--- src/verilog/rvCtrlPkg.sv ---
`default_nettype none

package rvCtrlPkg;

   // major opcode, instruction bits 6:2
   typedef enum logic [4:0] {
      LOAD   = 5'd0,
      BUBBLE = 5'd2,
      OPIMM  = 5'd4,
      AUIPC  = 5'd5,
      STORE  = 5'd8,
      OPREG  = 5'd12,
      LUI    = 5'd13,
      BRANCH = 5'd24,
      JALR   = 5'd25,
      JAL    = 5'd27,
      CSRW   = 5'd28
   } opcode_t;

   // {funct7b5, funct3} for register ops, PASSB is a spare code
   typedef enum logic [3:0] {
      ADD   = 4'd0,
      SLL   = 4'd1,
      SLT   = 4'd2,
      SLTU  = 4'd3,
      XOR   = 4'd4,
      SRL   = 4'd5,
      OR    = 4'd6,
      AND   = 4'd7,
      SUB   = 4'd8,
      PASSB = 4'd9,
      SRA   = 4'd13
   } aluOp_t;

   typedef enum logic [2:0] {
      IMM_I = 3'd1,
      IMM_S = 3'd2,
      IMM_B = 3'd3,
      IMM_U = 3'd4,
      IMM_J = 3'd5,
      IMM_X = 3'd6
   } immType_t;

   // branch funct3
   typedef enum logic [2:0] {
      BEQ  = 3'd0,
      BNE  = 3'd1,
      BLT  = 3'd4,
      BGE  = 3'd5,
      BLTU = 3'd6,
      BGEU = 3'd7
   } brCond_t;

   typedef struct packed {
      opcode_t    opcode;
      logic [4:0] rd;
      logic [4:0] rs1;
      logic [4:0] rs2;
      logic [2:0] funct3;
      logic       funct7b5;
   } decInst_t;

   typedef struct packed {
      logic       aSel;
      logic       bSel;
      logic       brUn;
      aluOp_t     aluSel;
      logic       instSel;
      logic [1:0] pcSel;
      logic       csrEn;
      logic       csrSel;
      logic       memRw;
      logic [1:0] sSel;
   } exCtrl_t;

   typedef struct packed {
      logic [2:0] ldSel;
      logic [1:0] wbSel;
      logic       regWrEn;
      logic [1:0] mmapDmemSel;
   } wbCtrl_t;

   // addi x0, x0, 0
   localparam logic [31:0] NOP_WORD = 32'h00000013;

   localparam logic [1:0] PC_SEQ  = 2'd0;
   localparam logic [1:0] PC_ALU  = 2'd1;
   localparam logic [1:0] PC_HOLD = 2'd2;

   localparam logic [1:0] ST_NONE = 2'd3;
   localparam logic [2:0] LD_NONE = 3'd7;

   localparam logic [1:0] WB_MEM = 2'd0;
   localparam logic [1:0] WB_ALU = 2'd1;
   localparam logic [1:0] WB_PC4 = 2'd2;

   // load data source mux
   localparam logic [1:0] MDS_DMEM   = 2'd0;
   localparam logic [1:0] MDS_RXDATA = 2'd1;
   localparam logic [1:0] MDS_STATUS = 2'd2;

endpackage

`default_nettype wire

--- src/verilog/mmioPkg.sv ---
`default_nettype none

package mmioPkg;

   // UART register map
   localparam logic [31:0] UART_CTRL = 32'h8000_0000;
   localparam logic [31:0] UART_RX   = 32'h8000_0004;
   localparam logic [31:0] UART_TX   = 32'h8000_0008;
   localparam logic [31:0] UART_CC   = 32'h8000_0010;
   localparam logic [31:0] UART_IC   = 32'h8000_0014;
   localparam logic [31:0] UART_RST  = 32'h8000_0018;

   typedef enum logic [2:0] {
      RGN_DMEM = 3'd0,
      RGN_CTRL = 3'd1,
      RGN_RX   = 3'd2,
      RGN_TX   = 3'd3,
      RGN_CC   = 3'd4,
      RGN_IC   = 3'd5,
      RGN_RST  = 3'd6,
      RGN_NONE = 3'd7
   } memRegion_t;

   typedef enum logic [2:0] {
      CTRL = 3'd0,
      RX   = 3'd1,
      TX   = 3'd2,
      CC   = 3'd3,
      IC   = 3'd4,
      RST  = 3'd5,
      NONE = 3'd7
   } mmapSel_t;

endpackage

`default_nettype wire

--- src/verilog/instPipe.sv ---
`timescale 1ns/10ps
`default_nettype none

module instPipe (
   input  logic                clk,
   input  logic                rst,
   input  logic [31:0]         inst,
   output rvCtrlPkg::decInst_t decDec,
   output rvCtrlPkg::decInst_t decEx,
   output rvCtrlPkg::decInst_t decWb,
   output rvCtrlPkg::immType_t immSel
);
   import rvCtrlPkg::*;

   // pull the control fields out of a raw word
   function automatic decInst_t decode(input logic [31:0] word);
      decInst_t d;
      d.rd       = word[11:7];
      d.rs1      = word[19:15];
      d.rs2      = word[24:20];
      d.funct3   = word[14:12];
      d.funct7b5 = word[30];
      case (word[6:2])
         LOAD, STORE, BRANCH, JALR, JAL, OPREG, OPIMM, AUIPC, LUI, CSRW:
            d.opcode = opcode_t'(word[6:2]);
         default:
            d.opcode = BUBBLE;
      endcase
      return d;
   endfunction

   assign decDec = decode(inst);

   // immediate format for the decode-stage generator
   always_comb begin
      case (decDec.opcode)
         LOAD, JALR, OPIMM: immSel = IMM_I;
         STORE:             immSel = IMM_S;
         BRANCH:            immSel = IMM_B;
         JAL:               immSel = IMM_J;
         AUIPC, LUI:        immSel = IMM_U;
         default:           immSel = IMM_X;
      endcase
   end

   // two stage registers, both start out holding the nop
   always_ff @(posedge clk) begin
      if (rst) begin
         decEx <= decode(NOP_WORD);
         decWb <= decode(NOP_WORD);
      end else begin
         decEx <= decDec;
         decWb <= decEx;
      end
   end

endmodule

`default_nettype wire

--- src/verilog/fwdUnit.sv ---
`timescale 1ns/10ps
`default_nettype none

module fwdUnit (
   input  rvCtrlPkg::decInst_t decDec,
   input  rvCtrlPkg::decInst_t decEx,
   input  rvCtrlPkg::decInst_t decWb,
   output logic                fa1,
   output logic                fb1,
   output logic                fa2,
   output logic                fb2
);
   import rvCtrlPkg::*;

   function automatic logic writesRd(input opcode_t op);
      return (op != BRANCH) && (op != STORE) && (op != BUBBLE);
   endfunction

   function automatic logic readsRs1(input opcode_t op);
      return (op != LUI) && (op != AUIPC) && (op != JAL) && (op != BUBBLE);
   endfunction

   // rs2 users are a subset of the rs1 users
   function automatic logic readsRs2(input opcode_t op);
      return readsRs1(op) && (op != JALR) && (op != LOAD) &&
             (op != OPIMM) && (op != CSRW);
   endfunction

   // csrw compares rs1 even when it names x0
   function automatic logic fwdRs1(input decInst_t cons, input decInst_t prod);
      logic nonZero;
      nonZero = (prod.rd != 5'd0) && (cons.rs1 != 5'd0);
      return writesRd(prod.opcode) && readsRs1(cons.opcode) &&
             (prod.rd == cons.rs1) && (nonZero || (cons.opcode == CSRW));
   endfunction

   function automatic logic fwdRs2(input decInst_t cons, input decInst_t prod);
      logic nonZero;
      nonZero = (prod.rd != 5'd0) && (cons.rs2 != 5'd0);
      return writesRd(prod.opcode) && readsRs2(cons.opcode) &&
             (prod.rd == cons.rs2) && nonZero;
   endfunction

   // writeback result into the word being decoded
   assign fa1 = fwdRs1(decDec, decWb);
   assign fb1 = fwdRs2(decDec, decWb);

   // writeback result into the execute operands
   assign fa2 = fwdRs1(decEx, decWb);
   assign fb2 = fwdRs2(decEx, decWb);

endmodule

`default_nettype wire

--- src/verilog/exCtrl.sv ---
`timescale 1ns/10ps
`default_nettype none

module exCtrl (
   input  rvCtrlPkg::decInst_t decEx,
   input  logic [31:0]         aluOut,
   input  logic                brEq,
   input  logic                brLt,
   output rvCtrlPkg::exCtrl_t  exCtl,
   output mmioPkg::mmapSel_t   mmapSel,
   output logic                dataInValid,
   output logic                dataOutReady,
   output mmioPkg::memRegion_t exRegion
);
   import rvCtrlPkg::*;
   import mmioPkg::*;

   logic memAccess;
   logic uartHit;
   logic taken;

   assign memAccess = (decEx.opcode == LOAD) || (decEx.opcode == STORE);

   // data memory lives at 0x1xxx_xxxx and 0x3xxx_xxxx
   always_comb begin
      if (aluOut[31:28] == 4'b0001 || aluOut[31:28] == 4'b0011) begin
         exRegion = RGN_DMEM;
      end else begin
         case (aluOut)
            UART_CTRL: exRegion = RGN_CTRL;
            UART_RX:   exRegion = RGN_RX;
            UART_TX:   exRegion = RGN_TX;
            UART_CC:   exRegion = RGN_CC;
            UART_IC:   exRegion = RGN_IC;
            UART_RST:  exRegion = RGN_RST;
            default:   exRegion = RGN_NONE;
         endcase
      end
   end

   assign uartHit = (exRegion != RGN_DMEM) && (exRegion != RGN_NONE);

   // comparator flags against funct3
   always_comb begin
      case (brCond_t'(decEx.funct3))
         BEQ:       taken = brEq;
         BNE:       taken = !brEq;
         BLT, BLTU: taken = brLt;
         BGE, BGEU: taken = !brLt;
         default:   taken = 1'b0;
      endcase
   end

   always_comb begin
      exCtl = '{aSel: 1'b0, bSel: 1'b1, brUn: 1'b0, aluSel: ADD,
                instSel: 1'b0, pcSel: PC_SEQ, csrEn: 1'b0, csrSel: 1'b0,
                memRw: 1'b0, sSel: ST_NONE};
      case (decEx.opcode)
         LOAD: begin
            exCtl.memRw = !uartHit;
         end
         STORE: begin
            exCtl.memRw = !uartHit;
            exCtl.sSel  = decEx.funct3[1:0];
         end
         BRANCH: begin
            // target is pc + imm, the fetched word is squashed
            exCtl.aSel    = 1'b1;
            exCtl.brUn    = (decEx.funct3[2:1] == 2'b11);
            exCtl.instSel = 1'b1;
            exCtl.pcSel   = taken ? PC_ALU : PC_HOLD;
         end
         JALR: begin
            exCtl.instSel = 1'b1;
            exCtl.pcSel   = PC_ALU;
         end
         JAL: begin
            exCtl.aSel    = 1'b1;
            exCtl.instSel = 1'b1;
            exCtl.pcSel   = PC_ALU;
         end
         OPREG: begin
            exCtl.bSel   = 1'b0;
            exCtl.aluSel = aluOp_t'({decEx.funct7b5, decEx.funct3});
         end
         OPIMM: begin
            // bit 30 is immediate data except on shifts
            if (decEx.funct3[1:0] == 2'b01) begin
               exCtl.aluSel = aluOp_t'({decEx.funct7b5, decEx.funct3});
            end else begin
               exCtl.aluSel = aluOp_t'({1'b0, decEx.funct3});
            end
         end
         AUIPC: begin
            exCtl.aSel = 1'b1;
         end
         LUI: begin
            exCtl.aluSel = PASSB;
         end
         CSRW: begin
            exCtl.bSel   = 1'b0;
            exCtl.aluSel = PASSB;
            exCtl.csrEn  = 1'b1;
            exCtl.csrSel = decEx.funct3[2];
         end
         default: begin
            exCtl.aluSel = PASSB;
            exCtl.pcSel  = PC_HOLD;
         end
      endcase
   end

   // UART register select, only for loads and stores
   always_comb begin
      mmapSel = NONE;
      if (memAccess) begin
         case (exRegion)
            RGN_CTRL: mmapSel = CTRL;
            RGN_RX:   mmapSel = RX;
            RGN_TX:   mmapSel = TX;
            RGN_CC:   mmapSel = CC;
            RGN_IC:   mmapSel = IC;
            RGN_RST:  mmapSel = RST;
            default:  mmapSel = NONE;
         endcase
      end
   end

   assign dataOutReady = (decEx.opcode == LOAD) && (exRegion == RGN_RX);
   assign dataInValid  = (decEx.opcode == STORE) && (exRegion == RGN_TX);

endmodule

`default_nettype wire

--- src/verilog/wbCtrl.sv ---
`timescale 1ns/10ps
`default_nettype none

module wbCtrl (
   input  logic                clk,
   input  logic                rst,
   input  rvCtrlPkg::decInst_t decWb,
   input  mmioPkg::memRegion_t exRegion,
   output rvCtrlPkg::wbCtrl_t  wbCtl
);
   import rvCtrlPkg::*;
   import mmioPkg::*;

   memRegion_t wbRegion;
   logic       rdLive;
   logic       loadOk;

   // region follows its instruction into writeback
   always_ff @(posedge clk) begin
      if (rst) begin
         wbRegion <= RGN_NONE;
      end else begin
         wbRegion <= exRegion;
      end
   end

   // x0 is never written, so the reset bubble stays quiet
   assign rdLive = (decWb.rd != 5'd0);

   // readable sources: data memory, rx data and the status registers
   assign loadOk = (wbRegion == RGN_DMEM) || (wbRegion == RGN_RX) ||
                   (wbRegion == RGN_CTRL) || (wbRegion == RGN_CC) ||
                   (wbRegion == RGN_IC);

   always_comb begin
      wbCtl = '{ldSel: LD_NONE, wbSel: WB_MEM, regWrEn: 1'b0,
                mmapDmemSel: MDS_DMEM};
      case (decWb.opcode)
         LOAD: begin
            wbCtl.ldSel   = decWb.funct3;
            wbCtl.regWrEn = loadOk && rdLive;
            case (wbRegion)
               RGN_RX:                   wbCtl.mmapDmemSel = MDS_RXDATA;
               RGN_CTRL, RGN_CC, RGN_IC: wbCtl.mmapDmemSel = MDS_STATUS;
               default:                  wbCtl.mmapDmemSel = MDS_DMEM;
            endcase
         end
         JAL, JALR: begin
            wbCtl.wbSel   = WB_PC4;
            wbCtl.regWrEn = rdLive;
         end
         OPREG, OPIMM, AUIPC, LUI: begin
            wbCtl.wbSel   = WB_ALU;
            wbCtl.regWrEn = rdLive;
         end
         default: begin
            wbCtl.regWrEn = 1'b0;
         end
      endcase
   end

endmodule

`default_nettype wire

--- src/verilog/pipeCtrl.sv ---
`timescale 1ns/10ps
`default_nettype none

module pipeCtrl (
   input  logic                clk,
   input  logic                rst,
   input  logic [31:0]         inst,
   input  logic [31:0]         aluOut,
   input  logic                brEq,
   input  logic                brLt,
   output rvCtrlPkg::immType_t immSel,
   output rvCtrlPkg::exCtrl_t  exCtl,
   output mmioPkg::mmapSel_t   mmapSel,
   output logic                dataInValid,
   output logic                dataOutReady,
   output rvCtrlPkg::wbCtrl_t  wbCtl,
   output logic                fa1,
   output logic                fb1,
   output logic                fa2,
   output logic                fb2
);
   import rvCtrlPkg::*;
   import mmioPkg::*;

   // decoded word at each stage
   decInst_t   decDec;
   decInst_t   decEx;
   decInst_t   decWb;
   memRegion_t exRegion;

   instPipe instPipe_i (
      .clk    (clk),
      .rst    (rst),
      .inst   (inst),
      .decDec (decDec),
      .decEx  (decEx),
      .decWb  (decWb),
      .immSel (immSel)
   );

   fwdUnit fwdUnit_i (
      .decDec (decDec),
      .decEx  (decEx),
      .decWb  (decWb),
      .fa1    (fa1),
      .fb1    (fb1),
      .fa2    (fa2),
      .fb2    (fb2)
   );

   exCtrl exCtrl_i (
      .decEx        (decEx),
      .aluOut       (aluOut),
      .brEq         (brEq),
      .brLt         (brLt),
      .exCtl        (exCtl),
      .mmapSel      (mmapSel),
      .dataInValid  (dataInValid),
      .dataOutReady (dataOutReady),
      .exRegion     (exRegion)
   );

   wbCtrl wbCtrl_i (
      .clk      (clk),
      .rst      (rst),
      .decWb    (decWb),
      .exRegion (exRegion),
      .wbCtl    (wbCtl)
   );

endmodule

`default_nettype wire

--- config.mk ---
export PLATFORM = sky130hd
export DESIGN_NAME = pipeCtrl
export DESIGN_NICKNAME = d
export VERILOG_FILES = /design/src/verilog/rvCtrlPkg.sv /design/src/verilog/mmioPkg.sv /design/src/verilog/instPipe.sv /design/src/verilog/fwdUnit.sv /design/src/verilog/exCtrl.sv /design/src/verilog/wbCtrl.sv /design/src/verilog/pipeCtrl.sv
export SDC_FILE = /design/constraint.sdc
export NUM_CORES = 1
export LEC_CHECK = 0
export CAP_MARGIN = 20
export CORE_MARGIN = 5
export CORE_UTILIZATION = 40
export CTS_BUF_LIST = sky130_fd_sc_hd__clkbuf_8 sky130_fd_sc_hd__clkbuf_16
export DETAILED_ROUTE_END_ITERATION = 7
export DONT_BUFFER_PORTS = 1
export RECOVER_POWER = 25
export SLEW_MARGIN = 20
export SYNTH_ARGS = -nofsm -noshare
export SYNTH_HDL_FRONTEND = slang
export SYNTH_SLANG_ARGS = --single-unit
--- constraint.sdc ---
create_clock -name clk -period 1.2 [get_ports clk]
set_clock_uncertainty 0.1 [all_clocks]
set_input_delay 0 -clock clk [delete_from_list [all_inputs] [get_ports clk]]
set_output_delay 0 -clock clk [all_outputs]
set_load 0.02 [all_outputs]
==> run_results.csv <==
group,metric,value,unit
clock_network,clkTransAtPathRegs,70,ps
logic_synthesis,yosys_warnings,0,
clock_network,cts_made_buffers,5,
logic_synthesis,async_reset_ff_share,0,%
final_layout,final_nets,448,
status,status,"finished with violations",
status,violations,"setup timing",
timing,hold_slack,18.98,ps
power_and_ir_drop,seqPwrFrac,45.0,%
route,routed_wirelength,7880,um
power_and_ir_drop,switching_power,0.9355,mW
critical_path,reg2reg_depth,2,
critical_path,r2r_start,"instPipe_i.decEx[17]",
global_route,overflow,0,
timing,fmax,588.2,MHz
logic_synthesis,yosys_most_used_dff,"dfxtp_1",
clock_network,cts.htree.levels,2,
timing,finalSetupViolCount,33,
power_and_ir_drop,power.density,819.9,nW/um^2
floorplan,die_h,84.87,um
critical_path,slowest_stage,"or4_4",
critical_path,crit_path_max_fanout,5,
global_route,grt_pass1_wl,11710,um
floorplan,start_util,40.97,%
timing,worst_slew_pin_slew,367.1,ps
power_and_ir_drop,vdd_ir_drop_max,0.8057,mV
power_and_ir_drop,intPower,2.276,mW
placed_design,place_area,2851,um^2
power_and_ir_drop,report.power.total,3.211,mW
route,final_antenna_net_count,0,
logic_synthesis,synth_area,2242,um^2
critical_path,required,1100,ps
placed_design,dpl.hpwl,4609,um
power_and_ir_drop,netSwitchingFraction,29.13,%
worst_hold_path,worstHoldPathType,"input pin to flip-flop",
logic_synthesis,syn_nets,339,
critical_path,crit_type,"flip-flop to primary output",
final_layout,stdcell_count,452,
floorplan,io_pins,103,
logic_synthesis,syn_inst,271,
floorplan,row_count,27,
timing,finalCritPeriodShare,141.7,%
timing,setup_slack,-500.1,ps
clock_network,clkSinkCount,40,
power_and_ir_drop,p_clk_share,26.0,%
critical_path,crit_path_start_kind,"flip-flop",
final_layout,layout-drive-gt1-share,43.95,%
logic_synthesis,avgSynthCellArea,8.274,um^2
final_layout,fillers,384,
timing,finalHoldViolations,0,
placed_design,port_buffers,0,
logic_synthesis,synth_edf_count,0,
floorplan,die_area,7203,um^2
worst_hold_path,worstHoldEndpoint,"instPipe_i.decEx[22]",
timing,finalCriticalPeriod,1700,ps
worst_hold_path,hp-start,"inst[6]",
worst_hold_path,holdPathStages,3,
final_layout,area.growth.synth_to_final,74.67,%
global_route,antenna_found_initial,0,
floorplan,core_area,5473,um^2
global_route,grt_max_degree,30,
critical_path,arrival,1600,ps
global_route,grt_pass1_vias,2539,
placed_design,gp_congestion,0.9045,
clock_network,cts_tree,"built",
critical_path,rr_endpoint,"instPipe_i.decWb[17]",
critical_path,regToRegSetupSlack,10,ps
clock_network,cts.path.max_buffers,2,
logic_synthesis,ys_ff_latch,40,
route,drc,0,
critical_path,slowest_delay,590,ps
timing,slew_violations,0,
route,dr_total_vias,2447,
route,wl_per_cell,17.43,um
power_and_ir_drop,pwr-share-comb,29.0,%
global_route,track_usage,19.88,%
run,cap_violations,0,
critical_path,endpoint_kind,"primary output",
clock_network,insertion_delay,290,ps
final_layout,fin_area,3916,um^2
route,drt_iter0_markers,139,
final_layout,diodes,0,
clock_network,cts_root_buf,"clkbuf_8",
floorplan,die_w,84.87,um
route,drt_pass1_iterations,6,
logic_synthesis,synth_seq_area_share,35.71,%
power_and_ir_drop,power.leakage,1.635,nW
logic_synthesis,ys_types,54,
critical_path,crit_chain,"or4_4 > nor2_4 > nand2_2 > a21oi_4",
timing,rsz0062_at_grt,"true",
placed_design,dp.cells,382,
route,vias_per_cell,5.414,
final_layout,final_util,71.56,%
timing,maxSlewHeadroom,75.47,%
kinds of logic after synthesis:
logic type / after synthesis / share of synthesized area (%)
flops: 40 / 35.71
mux: 1 / 0.4464
buf+inv: 24 / 4.799
simple gates: 142 / 38.67
compound gates: 43 / 12.17
xor+xnor: 21 / 8.203
power groups by stage:
| stage | combinational (mW) | clock (mW) | sequential, mW |
|---|---|---|---|
| global route | 0.993 | 0.893 | 1.45 |
| finish | 0.933 | 0.834 | 1.44 |
| detailed placement | 0.597 | 0 | 1.47 |
| CTS | 0.852 | 0.838 | 1.44 |
| global placement | 0.591 | 0 | 1.47 |
| floorplan | 0.468 | 0 | 1.45 |
worst max-delay path by stage:
stage	slack, ps	to	startpoint
2_1_floorplan	-160	wbCtl[5]	instPipe_i.decWb[20]
3_3_place_gp	-240	fb2	instPipe_i.decWb[20]
3_5_place_dp	-270	fb2	instPipe_i.decWb[20]
4_1_cts	-520	wbCtl[2]	instPipe_i.decWb[21]
5_1_grt	-570	fa1	instPipe_i.decWb[17]
6_report	-500	wbCtl[2]	instPipe_i.decWb[21]
worst max-delay path: cells and delay by family (launching register included):
kind	cells	cell delay, ps
flops	1	320
simple gates	3	790
compound gates	1	200
stage by stage:
step,TNS (ps),setup WS [ps]
2_1_floorplan,-1267,-161.1
3_3_place_gp,-2840,-239.9
3_5_place_dp,-3219,-272.8
4_1_cts,-18800,-517.6
5_1_grt,-13770,-568.2
6_report,-11430,-500.1
cells in the final DEF, fill, tap and decap left out, types with 4 or more instances in the layout:
cell type	count
dfxtp_4	7
nand2_1	8
nor4_1	6
dfxtp_2	9
buf_6	38
nor2_4	4
dlygate4sd3_1	35
buf_4	39
nor3_1	5
nand3_1	6
nor4_4	4
inv_1	6
dlymetal6s4s_1	5
o21ai_1	4
nand4_1	6
and3_4	4
xnor2_1	14
xor2_1	5
dfxtp_1	24
nor2_1	20
a21oi_1	5
nor2b_1	33
o21ai_0	6
clkbuf_8	5
synthesized netlist by cell type, types with 2 or more instances:
master | number | share of area (%)
buf_2 | 10 | 2.2
nand3_1 | 10 | 2.2
and4_1 | 2 | 0.78
nor3_1 | 8 | 1.8
xnor2_1 | 16 | 6.2
o31ai_1 | 2 | 0.67
or3_1 | 4 | 1.1
a22oi_1 | 3 | 1.0
dfxtp_1 | 40 | 36
clkbuf_1 | 6 | 1.0
nor4_4 | 2 | 1.9
o2111ai_1 | 2 | 0.78
inv_1 | 6 | 1.0
nand3b_1 | 3 | 1.0
a31oi_1 | 3 | 0.84
nor2_1 | 23 | 3.9
and3_1 | 4 | 1.1
nand4_1 | 6 | 1.7
a21oi_1 | 8 | 1.8
o21ai_0 | 12 | 2.7
xor2_1 | 5 | 2.0
nand2_1 | 12 | 2.0
nor3b_1 | 4 | 1.3
nor4b_1 | 2 | 0.78
o21a_1 | 3 | 1.0
nor2b_1 | 38 | 11
o21ai_1 | 2 | 0.45
nand2b_1 | 3 | 0.84
nor4_1 | 7 | 2.0
final cells by class:
| class | count | area, um^2 | area share (%) |
|---|---|---|---|
| clock inverter | 2 | 8.758 | 0.2236 |
| clock buffer | 5 | 68.82 | 1.757 |
| tap | 72 | 90.09 | 2.300 |
| sequential | 40 | 838.3 | 21.41 |
| timing repair buffer | 120 | 1164 | 29.71 |
| inverter | 6 | 22.52 | 0.5751 |
| multi-input combinational | 207 | 1724 | 44.03 |
per-layer routing:
metal | vias up | wire (um) | track usage, %
met1 | 1188 | 3277 | 24.57
li1 | 1163 | - | -
met5 | - | 0 | 0
met3 | 20 | 372 | 3.689
met2 | 76 | 4054 | 33.67
met4 | 0 | 176 | 8.777
what timing repair did:
item,4_1_cts,5_1_grt
cloned,0,0
setup buffers,13,14
hold endpoints to repair,40,2
resized for setup,89,34
hold buffers,40,2
pin swaps,27,16
endpoints found under the setup margin,32,44
sequential cells by signal, summed over array words and instances (netlist names):
name	flops
wbCtrl_i.wbRegion	3
instPipe_i.decEx	24
instPipe_i.decWb	13
Power figures use the tool's default switching activity.
